==> config.mk <==
export PLATFORM = sky130hd
export DESIGN_NAME = lane_judge
export DESIGN_NICKNAME = d
export VERILOG_FILES = /design/src/verilog/frogger_pkg.sv /design/src/verilog/lane_judge.sv
export VERILOG_INCLUDE_DIRS = /design/src /design/src/verilog
export SDC_FILE = /design/constraint.sdc
export NUM_CORES = 1
export LEC_CHECK = 0
export ABC_AREA = 0
export BUFFER_PORTS_ARGS = -buffer_cell sky130_fd_sc_hd__buf_2
export CORE_AREA = 2 2 39 41
export CTS_BUF_LIST = sky130_fd_sc_hd__clkbuf_8
export CTS_CLUSTER_SIZE = 20
export DETAILED_ROUTE_END_ITERATION = 16
export DIE_AREA = 0 0 41 43
export HOLD_SLACK_MARGIN = 0.02
export PLACE_DENSITY = 0.76
export SYNTH_ARGS = -nofsm -noshare
export SYNTH_HDL_FRONTEND = slang
export SYNTH_SLANG_ARGS = --single-unit
==> constraint.sdc <==
create_clock -name frame_clk -period 0.8 [get_ports frame_clk]
set_input_delay 0.12 -clock frame_clk [delete_from_list [all_inputs] [get_ports frame_clk]]
set_output_delay 0.12 -clock frame_clk [all_outputs]
set_load 0.03 [all_outputs]
==> src/verilog/frogger_config.svh <==
// Build constants for the frog lane pair, included by the package and by the RTL that needs them
`ifndef FROGGER_CONFIG_SVH
`define FROGGER_CONFIG_SVH

// ----------------------------------------
// Screen geometry
// ----------------------------------------

// Horizontal positions per line, x runs 0..639
`define SCREEN_W 640

// Width of every coordinate, covers twice the screen for wrap math
`define COORD_BITS 11

// ----------------------------------------
// Row contents
// ----------------------------------------

// Sprite slots per row, a row may enable fewer
`define ROW_SLOTS 4

// Lilypad sprite width in pixels
`define PAD_W 40

// Car sprite width in pixels
`define CAR_W 40

// Frame divider width, speed is 1..63 frames per pixel
`define SPEED_BITS 6

`endif
==> src/verilog/frogger_pkg.sv <==
// Shared coordinate, row and outcome types for the lane pair RTL and its testbench
`default_nettype none

`include "frogger_config.svh"

package frogger_pkg;

	// ----------------------------------------
	// Coordinates
	// ----------------------------------------

	// One screen coordinate, x or y
	typedef logic [`COORD_BITS-1:0] coord_t;

	// Frog position as sampled by the judge
	typedef struct packed {
		coord_t x;
		coord_t y;
	} frog_pos_t;

	// X position of every slot in a row, slot 0 in the low bits
	typedef coord_t [`ROW_SLOTS-1:0] row_xs_t;

	// ----------------------------------------
	// Row configuration and status
	// ----------------------------------------

	// Static row setup, only changed while in reset
	typedef struct packed {
		logic                   spare;
		logic [2:0]             count;  // active sprites 0..4
		logic [7:0]             gap;    // pixels between sprites
		logic [`SPEED_BITS-1:0] speed;  // frames per pixel step
		logic                   dir;    // 1 moves right
		coord_t                 row_y;
	} row_cfg_t;

	// Combinational per-frame result of one row
	typedef struct packed {
		logic overlap;
		logic step;
		logic dir;
	} row_status_t;

	// Registered frame outcome of the judge
	typedef struct packed {
		logic lost;
		logic ride;
		logic ride_dir;
	} lane_outcome_t;

endpackage

`default_nettype wire

==> src/verilog/lane_judge.sv <==
// Frame outcome register, decides from both row results whether the frog is lost or carried
`timescale 1ns/10ps
`default_nettype none

module lane_judge
	import frogger_pkg::*;
(
	input  wire logic        frame_clk,
	input  wire logic        arst_n,
	input  wire coord_t      water_y,
	input  wire coord_t      road_y,
	input  wire frog_pos_t   frog,
	input  wire row_status_t water,
	input  wire row_status_t road,
	input  wire logic        win,
	input  wire logic        lose,
	output lane_outcome_t    outcome
);

	logic on_water;
	logic on_road;
	logic freeze;
	logic lost_next;
	logic ride_next;

	// ----------------------------------------
	// Lane decode
	// ----------------------------------------

	// Frog lane from its y, neither row means safe ground
	assign on_water = (frog.y == water_y);
	assign on_road  = (frog.y == road_y);
	assign freeze   = win | lose;

	// Drowned off every pad, or run over
	assign lost_next = !freeze &&
		((on_water && !water.overlap) || (on_road && road.overlap));

	// Carried when the pad under the frog moves this frame
	// a lost frog is never carried, even with both rows on one y
	assign ride_next = !freeze && !lost_next &&
		on_water && water.overlap && water.step;

	// ----------------------------------------
	// Outcome register
	// ----------------------------------------

	// Pulses last one frame, direction follows the water row
	always_ff @(posedge frame_clk or negedge arst_n)
	begin
		if (!arst_n)
		begin
			outcome <= '0;
		end
		else
		begin
			outcome.lost     <= lost_next;
			outcome.ride     <= ride_next;
			outcome.ride_dir <= water.dir;
		end
	end

endmodule

`default_nettype wire

Word-level counts from Yosys, hierarchy flattened --
Index checks and enable logic that the tools add are counted.
Word-level totals: bits in registers 3, latch bits 0, bits in writable memories 0, bits in read-only memories 0, bits of input ports 54, output and inout bits 3, word-level logic and storage cells 17, memories 0
Operators by class: add/sub/neg operators 0, multipliers 0, div/mod/pow operators 0, $lt $le $gt $ge 0, equality and inequality tests 2, shift operators 0, multiplexer cells 0, bitwise operators 1, reduce and logical (&&, ||, !) cells 11
Operators by type and width (number):
- equality test 11 bit | 2
- logical AND 1 bit | 7
- logical NOT 1 bit | 3
- logical OR 1 bit | 1
- bitwise OR 1 bit | 1

Longest topological paths before layout --
Gate-level depths: netlist of the first run.
depth in word-level cells 9, depth in mapped cells 4, gate-level depth less buffers 4

Worst setup path before layout of the first run --
Ideal clock, no wire load.
path kind in2reg, from input port water_y[5], to register outcome[1] (netlist name), arrival time 947 ps, slack -219 ps, cell stages on the path 4, buffers on the path 0, path through xnor2_1 nand4_1 or4_1 nor2_1
On the way: cells in the longest elaborated chain, start to end 9
RTL lines:
- start, declared | line lane_judge.sv:10 | input wire coord_t water_y,
- equality test 11 bit (*) | line lane_judge.sv:31 | assign on_water = (frog.y == water_y);
- logical AND 1 bit | line lane_judge.sv:37 | ((on_water && !water.overlap) || (on_road && road.overlap));
- logical OR 1 bit | line lane_judge.sv:37
- logical AND 1 bit | line lane_judge.sv:36 | assign lost_next = !freeze &&
- logical NOT 1 bit | line lane_judge.sv:41 | assign ride_next = !freeze && !lost_next &&
- logical AND 1 bit | line lane_judge.sv:41
- logical AND 1 bit (*) | line lane_judge.sv:41
- logical AND 1 bit (*) (2 in series) | line lane_judge.sv:42 | on_water && water.overlap && water.step;
- named net ride_next | line lane_judge.sv:24 | logic ride_next;
- end, declared | line lane_judge.sv:17 | output lane_outcome_t outcome
Mark *: on every way through the listed nets, which the timed path passes. The rest lies on a longest branch.

Worst setup path after layout of the first run --
from input port frog[0] (netlist name), to register outcome[1] (netlist name)
On the way: cells in the longest elaborated chain, start to end 9, elaborated cells on any way between the ends 11, classes of those cells 2 x eq/ne; 9 x reduce/logical
RTL lines:
- start, declared | line lane_judge.sv:12 | input wire frog_pos_t frog,
- equality test 11 bit, on equally long branches | line lane_judge.sv:31, lane_judge.sv:32
- logical AND 1 bit | line lane_judge.sv:37
- logical OR 1 bit | line lane_judge.sv:37
- logical AND 1 bit | line lane_judge.sv:36
- logical NOT 1 bit | line lane_judge.sv:41
- logical AND 1 bit | line lane_judge.sv:41
- logical AND 1 bit (*) | line lane_judge.sv:41
- logical AND 1 bit (*) (2 in series) | line lane_judge.sv:42
- named net ride_next | line lane_judge.sv:24
Marked as above.

==> impl_metrics.py, run 1 <==
metrics = {
    "run_status": {
        "status": "complete, but fails checks",
        "violations": "setup timing",
    },
    "route": {
        "drtPass1Iterations": 3,
        "routed_wl_mm": 1.28,
        "wl_per_cell_um": 11.2,
        "drc": 0,
        "drtIter0Drc": 2,
        "vias_per_cell": 4.42,
        "num_vias": 504,
        "antenna_left": 0,
    },
    "timing": {
        "setup_ws_ps": -189,
        "fmax_mhz": 1010,
        "slew_headroom_pct": 87.0,
        "final.min_clock_period_ps": 989,
        "finalSetupTns_ps": -343,
        "rsz0062_at_grt": "true",
        "worst_pin_slew_ps": 194,
        "setup_viol": 5,
        "finalCritPeriodShare_pct": 124,
        "slew_violations": 0,
        "hold_viol": 0,
    },
    "logic_synthesis": {
        "synth_seq_area_share_pct": 21.9,
        "synth_common_cells": "xnor2_1 (22), nand4_1 (6), dfrtp_1 (3), nor2_1 (2)",
        "synth_top_area_cell": "xnor2_1",
        "syn_nets": 92,
        "netlist_area_sq_um": 343,
        "netlist_instances": 38,
        "synth.distinct_cells": 9,
        "yosysMostFrequentCell": "xnor2_1",
        "synth_warnings": 0,
        "syn_avg_cell_area_sq_um": 9.02,
        "synth_top_area_share_pct": 56.2,
        "ys.flop_type": "dfrtp_1",
        "synth_seq_cells": 3,
        "synth_edf_count": 0,
        "synth_area_leaders": "xnor2_1 (56%), dfrtp_1 (22%), nand4_1 (11%), a21o_1 (2.2%), nor2_1 (2.2%)",
        "synth-async-reset-ratio_pct": 100,
    },
    "finish": {
        "finalNetCount": 153,
        "fillerInstances": 111,
        "diodes": 0,
        "drive_gt1_share_pct": 73.5,
        "final_area_sq_um": 880,
        "top_regs": "outcome x3",
        "final_util_pct": 63.6,
        "syn_to_final_growth_pct": 157,
        "largest-register": "outcome",
        "largest_register_ff_count": 3,
    },
    "global_routing": {
        "grt_pass1_wl_mm": 1.79,
        "grt_pass1_vias": 493,
        "grt_antenna_before_repair": 0,
        "grt_max_degree": 4,
        "grt_overflow": 0,
        "track_usage_pct": 15.2,
    },
    "setup_path": {
        "worst_setup_path_end_kind": "flip-flop",
        "worstPathArrival_ps": 1130,
        "crit_fanout": 2,
        "critPathKind": "in2reg",
        "crit_chain": "buf_6, xnor2_2, nand4_1, or4_1, nor2_1",
        "cpPeakStageDelay_ps": 530,
        "cp.required_ps": 950,
        "crit_path_start_kind": "input port",
        "cpMaxStageDelayCell": "or4_1",
        "critical_path_buf_inv_count": 1,
        "path_delay_family": "simple AND/OR/NAND/NOR gates",
    },
    "clocking": {
        "tritoncts": "built",
        "tritoncts.num_buffers": 3,
        "numClockSinks": 3,
        "htree_levels": 1,
        "clk_pin_slew_worst_paths_ps": 30,
        "cts_buffer_depth": 2,
        "root_buffer": "clkbuf_8",
    },
    "placed_design": {
        "routabilityCongestion": 0.621,
        "dpl-instance-area_sq_um": 676,
        "pre_cts_slack_ps": -415,
        "io_buffers": 43,
    },
    "floorplan": {
        "die_w_um": 41,
        "die_y_um": 43,
        "ioPinCount": 57,
        "dieArea_sq_mm": 0.00176,
        "core_area_sq_mm": 0.00138,
        "rows": 14,
        "initial_utilization_pct": 24.8,
    },
    "flow_run": {
        "maxCapViolCount": 0,
    },
    "power": {
        "power.leakage_nw": 0.449,
        "power_density_mw_per_mm2": 1110,
        "vdd_ir_drop_max_mv": 0.479,
    },
    "min_path": {
        "hp-class": "in2reg",
    },
}
## cells by family (layout without fill, tap and decap cells)
group | Yosys count | in the layout | synth area share (%)
flops | 3 | 3 | 21.9
compound gates | 1 | 1 | 2.19
buf+inv | 0 | 60 | 0
xor+xnor | 22 | 22 | 56.2
simple gates | 12 | 12 | 19.7
## layout by cell type, fill, tap and decap left out
master,instances
a21o_1,1
buf_2,35
buf_4,11
buf_6,8
clkbuf_8,3
dfrtp_1,3
dlygate4sd3_1,2
inv_1,1
nand2_1,1
nand4_1,6
nor2_1,1
nor2_2,1
nor3_2,1
nor4_2,1
or4_1,1
xnor2_1,10
xnor2_2,12
## power by group
part           switching (mW)  total, mW  internal (mW)
Clock                   0.107      0.435          0.327
Combinational           0.138      0.383          0.244
Sequential            0.00106      0.156          0.155
## layout make-up
type | instances | area (sq um) | share of cell area [%]
clock buffer | 3 | 41.3 | 4.69
sequential | 3 | 75.1 | 8.53
timing repair buffer | 56 | 368 | 41.8
clock inverter | 1 | 3.75 | 0.427
multi-input combinational | 35 | 372 | 42.2
tap | 16 | 20.0 | 2.28
## stage by stage
| stage | total power, mW | hold slack, ps | instances |
|---|---|---|---|
| after detailed placement | 0.460 | -81.6 | 108 |
| after global routing | 1.03 | 221 | 114 |
| after global placement | 0.453 | -83.3 | 108 |
| final | 0.974 | 205 | 114 |
| after CTS | 0.942 | 220 | 114 |
| after floorplan | 0.278 | -176 | 38 |
## per-layer routing
layer / wire length [um] / share of wire [%] / global-route usage [%]
met1: 343 / 27 / 12.2
met4: 67 / 5.3 / 8.00
met3: 102 / 8.0 / 3.14
met5: 0 / 0 / 0
met2: 762 / 60 / 29.7
## final timing paths
check	end	startpoint	slack, ps	cells after the start
max in group asynchronous	outcome[0]	arst_n	460	2
worst max-delay path	outcome[1]	frog[0]	-190	5
worst min-delay path	outcome[2]	win	210	3
min in group asynchronous	outcome[1]	arst_n	230	2
## repair_timing
| item | 4_1_cts | 5_1_grt |
|---|---|---|
| endpoints found under the hold margin | 4 | 0 |
| hold buffers | 2 | 0 |
| buffers inserted | 1 | 0 |
| pin swaps | 8 | 8 |
| setup endpoints to repair | 5 | 5 |
| gates resized for setup | 13 | 14 |
Note: power is estimated with default switching activity, not from simulation.
==> run 2: changes to the inputs <==
CELL_PAD_IN_SITES_DETAIL_PLACEMENT = 1   (was unset)
CELL_PAD_IN_SITES_GLOBAL_PLACEMENT = 1   (was unset)
CORE_AREA = unset   (was 2 2 39 41)
CORE_UTILIZATION = 16   (was unset)
DIE_AREA = unset   (was 0 0 41 43)
PLACE_DENSITY = unset   (was 0.76)
PLACE_DENSITY_LB_ADDON = 0.1   (was unset)
==> run 2 against run 1 <==
  * The flow still finishes with violations (setup timing)
  * Routed wire length rose by 8.9%
  * Cell area rose by 12%
  * Final cell count rose by 11%
  * Utilization fell by 14 points
  * Largest cell class is now non-clock buffers
  * Sequential share of layout area fell by 0.92 points
  * Critical path type unchanged
  * Non-clock buffer count rose by 1
  * Total power rose by 4.4%
  * Hold slack improved by 18 ps
==> impl_metrics.py, run 2 (synthesized netlist as in run 1, its figures left out) <==
metrics = {
    "finish": {
        "top_regs": "outcome x3",
        "stdcell_count": 126,
        "fillerInstances": 237,
        "multi_input_comb_area_sq_um": 407,
        "drive_gt1_share_pct": 76.8,
        "largest_register_ff_count": 3,
        "final_area_sq_um": 986,
        "mostFrequentLayoutCells": "buf_2 (30), buf_6 (14), xnor2_2 (13), buf_4 (9), xnor2_1 (8)",
        "register_area_sq_um": 75.1,
        "largest-register": "outcome",
        "final_common_cell": "buf_2",
        "finalNetCount": 154,
        "diodes": 0,
        "syn_to_final_growth_pct": 188,
    },
    "run_status": {
        "status": "complete, but fails checks",
        "violations": "setup timing",
    },
    "global_routing": {
        "grt_pass1_vias": 484,
        "grt_pass1_wl_mm": 1.91,
        "grt_overflow": 0,
        "grt_max_degree": 4,
        "track_usage_pct": 12.6,
        "grt_antenna_before_repair": 0,
    },
    "floorplan": {
        "ioPinCount": 57,
        "dieArea_sq_mm": 0.00233,
        "initial_utilization_pct": 17.3,
        "rows": 16,
        "die_w_um": 48.3,
        "core_area_sq_mm": 0.00198,
        "die_y_um": 48.3,
    },
    "clocking": {
        "tritoncts.num_buffers": 3,
        "cts_buffer_depth": 2,
        "tritoncts": "built",
        "clk_pin_slew_worst_paths_ps": 30,
        "root_buffer": "clkbuf_8",
        "numClockSinks": 3,
        "htree_levels": 1,
    },
    "timing": {
        "fmax_mhz": 987,
        "finalSetupTns_ps": -424,
        "final.min_clock_period_ps": 1010,
        "finalCritPeriodShare_pct": 127,
        "slew_violations": 0,
        "hold_viol": 0,
        "setup_viol": 5,
        "slew_headroom_pct": 86.4,
        "worst_pin_slew_ps": 202,
        "rsz0062_at_grt": "true",
        "setup_ws_ps": -213,
    },
    "setup_path": {
        "worst_setup_path_end_kind": "flip-flop",
        "critPathKind": "in2reg",
        "cp.required_ps": 940,
        "crit_path_start_kind": "input port",
        "crit_fanout": 2,
        "worstPathArrival_ps": 1160,
    },
    "power": {
        "power.leakage_nw": 0.484,
        "power_density_mw_per_mm2": 1030,
        "fin_total_pwr_mw": 1.02,
        "vdd_ir_drop_max_mv": 0.574,
    },
    "route": {
        "drtPass1Iterations": 5,
        "vias_per_cell": 4.02,
        "num_vias": 507,
        "wl_per_cell_um": 11.0,
        "drtIter0Drc": 3,
        "drc": 0,
        "antenna_left": 0,
        "routed_wl_mm": 1.39,
    },
    "placed_design": {
        "io_buffers": 43,
        "dpl-instance-area_sq_um": 674,
        "pre_cts_slack_ps": -470,
        "place_inst": 117,
        "routabilityCongestion": 0.671,
        "hpwl_mm": 1.07,
    },
    "min_path": {
        "hp-class": "in2async",
    },
    "flow_run": {
        "maxCapViolCount": 0,
    },
}
==> run 2: cell types whose count changed in the layout (fill, tap and decap cells not counted), moves of 2 or more <==
cell,delta
buf_6,+6
buf_2,-5
xnor2_1,-2
buf_8,+2
buf_4,-2
==> run 2: power breakdown <==
group / internal, mW / total, mW / switching (mW)
Sequential: 0.155 / 0.157 / 0.00113
Clock: 0.326 / 0.423 / 0.0970
Combinational: 0.285 / 0.437 / 0.152
==> run 2: final timing paths <==
path / from / endpoint / slack (ps) / cells after the start
min in group frame_clk: win / outcome[2] / 250 / 3
max in group asynchronous: arst_n / outcome[0] / 470 / 2
max: frog[2] / outcome[1] / -210 / 5
min: arst_n / outcome[1] / 220 / 2
==> run 2: cell type report <==
type,instances,share of cell area (%)
clock inverters,1,0.381
repair buffers,57,43.1
flip-flops and latches,3,7.61
clock buffers,3,4.19
well taps,27,3.43
multi-input cells,35,41.2
==> run 2: layer usage <==
| layer | up-vias | global-route usage [%] | part of all wire, % |
|---|---|---|---|
| met4 | 0 | 6.67 | 0 |
| met3 | 0 | 2.59 | 6.3 |
| met1 | 228 | 11.4 | 31 |
| li1 | 254 | - | - |
| met2 | 25 | 25.3 | 63 |
| met5 | - | 0 | 0 |
==> run 2: worst max-delay path, cell delays in order <==
cell and delay (ps):
buf_6 100, xnor2_2 140, nand4_1 170, or4_4 510
nor2_1 110
==> run 2: per-stage QoR <==
stage | util [%] | hold slack [ps]
detailed placement | 34.0 | -82.1
global placement | 34.0 | -81.8
CTS | 45.8 | 225
floorplan | - | -176
global route | 49.7 | 251
finish | 49.7 | 223
==> run 2: timing repair <==
item,CTS,global route
gates resized for setup,31,13
hold buffers,2,0
endpoints found under the hold margin,4,0
buffers inserted,2,3
pin swaps,17,10
endpoints found under the setup margin,5,5
==> run 3: changes to the inputs <==
CORE_UTILIZATION = 17   (was 16)
clock period = 1.25 ns   (was 0.8 ns; I/O delays follow)
==> run 3 against run 2 <==
  * The flow now finishes without violations
  * Final cell count decreased by 4.0%
  * Hold slack worse by 150 ps
  * First-iteration DRC count shrank 33%
  * Setup slack better by 400 ps
  * Die area fell by 5.7%
  * Flip-flop and latch count did not move
  * Total power fell by 45%
  * Sequential share of layout area rose by 2.8 points
  * Clock power down 35%
  * Cell area fell by 27%
  * Critical path type unchanged
  * Largest cell class unchanged
==> impl_metrics.py, run 3 (synthesized netlist as in run 1, its figures left out) <==
metrics = {
    "run_status": {
        "status": "finished, final reports clean",
    },
    "clocking": {
        "cts_buffer_depth": 2,
        "postCtsResizedCells": 0,
        "tritoncts.num_buffers": 3,
        "tritoncts": "built",
        "clk_pin_slew_worst_paths_ps": 30,
        "htree_levels": 1,
        "root_buffer": "clkbuf_8",
        "numClockSinks": 3,
    },
    "global_routing": {
        "grt_antenna_before_repair": 0,
        "track_usage_pct": 10.8,
        "grt_pass1_vias": 443,
        "grt_max_degree": 4,
        "grt_pass1_wl_mm": 1.57,
        "grt_overflow": 0,
    },
    "finish": {
        "top_regs": "outcome x3",
        "fillerInstances": 239,
        "largest_register_ff_count": 3,
        "diodes": 0,
        "final_area_sq_um": 719,
        "largest-register": "outcome",
        "drive_gt1_share_pct": 58.3,
        "mostFrequentLayoutCells": "buf_2 (43), xnor2_1 (22), buf_4 (10), nand4_1 (6)",
        "syn_to_final_growth_pct": 110,
        "finalNetCount": 151,
        "final_common_cell": "buf_2",
    },
    "route": {
        "num_vias": 477,
        "vias_per_cell": 3.94,
        "routed_wl_mm": 1.09,
        "drtPass1Iterations": 2,
        "drc": 0,
        "drtIter0Drc": 2,
        "antenna_left": 0,
        "wl_per_cell_um": 9.03,
    },
    "setup_path": {
        "cp.required_ps": 1400,
        "worstPathArrival_ps": 1210,
        "worst_setup_path_end_kind": "flip-flop",
        "crit_path_start_kind": "input port",
        "critPathKind": "in2reg",
        "crit_fanout": 2,
    },
    "timing": {
        "slew_violations": 0,
        "worst_pin_slew_ps": 248,
        "finalCritPeriodShare_pct": 85.1,
        "rsz0062_at_grt": "false",
        "slew_headroom_pct": 83.3,
        "finalSetupTns_ps": 0,
        "final.min_clock_period_ps": 1060,
        "setup_viol": 0,
        "fmax_mhz": 940,
        "hold_viol": 0,
    },
    "floorplan": {
        "rows": 15,
        "dieArea_sq_mm": 0.00220,
        "ioPinCount": 57,
        "die_y_um": 46.9,
        "core_area_sq_mm": 0.00180,
        "die_w_um": 46.9,
        "initial_utilization_pct": 19.0,
    },
    "placed_design": {
        "hpwl_mm": 1.01,
        "routabilityCongestion": 0.593,
        "io_buffers": 43,
        "dpl-instance-area_sq_um": 664,
    },
    "power": {
        "vdd_ir_drop_max_mv": 0.305,
        "power_density_mw_per_mm2": 780,
        "fin_total_pwr_mw": 0.561,
        "power.leakage_nw": 0.360,
    },
    "min_path": {
        "hp-class": "in2reg",
    },
    "flow_run": {
        "maxCapViolCount": 0,
    },
}
-- run 3: cell count changes in the layout (fill, tap and decap cells not counted), moves of 2 or more --
cell / change
xnor2_1: +14
xnor2_2: -13
buf_6: -14
buf_2: +13
buf_8: -2
-- run 3: stage by stage --
| step | utilization (%) | std cells | setup WS, ps | hold WS (ps) |
|---|---|---|---|---|
| 2_1_floorplan | - | 38 | 163 | -108 |
| 3_3_place_gp | 36.9 | 116 | -74.2 | -16.1 |
| 3_5_place_dp | 36.9 | 116 | -63.7 | -16.2 |
| 4_1_cts | 39.9 | 121 | 166 | 72.7 |
| 5_1_grt | 39.9 | 121 | 101 | 76.0 |
| 6_report | 39.9 | 121 | 186 | 77.1 |
-- run 3: area by class of cell --
cell class	instances	area (sq um)	share of cell area, %
Clock inverter	1	3.75	0.522
Timing Repair Buffer	54	300	41.7
Clock buffer	3	41.3	5.74
Sequential cell	3	75.1	10.4
Tap cell	25	31.3	4.35
Multi-Input combinational cell	35	268	37.2
-- run 3: metal layers --
| metal | GRT usage, % | wire [um] |
|---|---|---|
| met3 | 3.85 | 137 |
| met1 | 11.2 | 432 |
| met2 | 17.5 | 508 |
| met5 | 0 | 0 |
| met4 | 8.57 | 15 |
-- run 3: report_power, final --
group | internal (mW) | switching (mW) | total, mW
clock | 0.209 | 0.0667 | 0.276
combinational | 0.117 | 0.0685 | 0.185
sequential | 0.0995 | 0.000274 | 0.0997
total | 0.425 | 0.135 | 0.561
-- run 3: worst max-delay path, cell delays in order --
cell and delay, ps:
buf_2 110, xnor2_1 160, nand4_1 140, or4_1 530, nor2_1 90
-- run 3: path summary, 6_finish.rpt --
| kind | startpoint | end | slack [ps] | depth (start not counted) |
|---|---|---|---|---|
| worst max-delay path | water_y[1] | outcome[1] | 190 | 5 |
| min in group asynchronous | arst_n | outcome[1] | 300 | 2 |
| max in group asynchronous | arst_n | outcome[0] | 850 | 2 |
| worst min-delay path | water[0] | outcome[0] | 80 | 1 |
-- run 3: timing repair --
item,4_1_cts,5_1_grt
hold buffers,1,0
hold endpoints to repair,3,0
buffers inserted,0,0
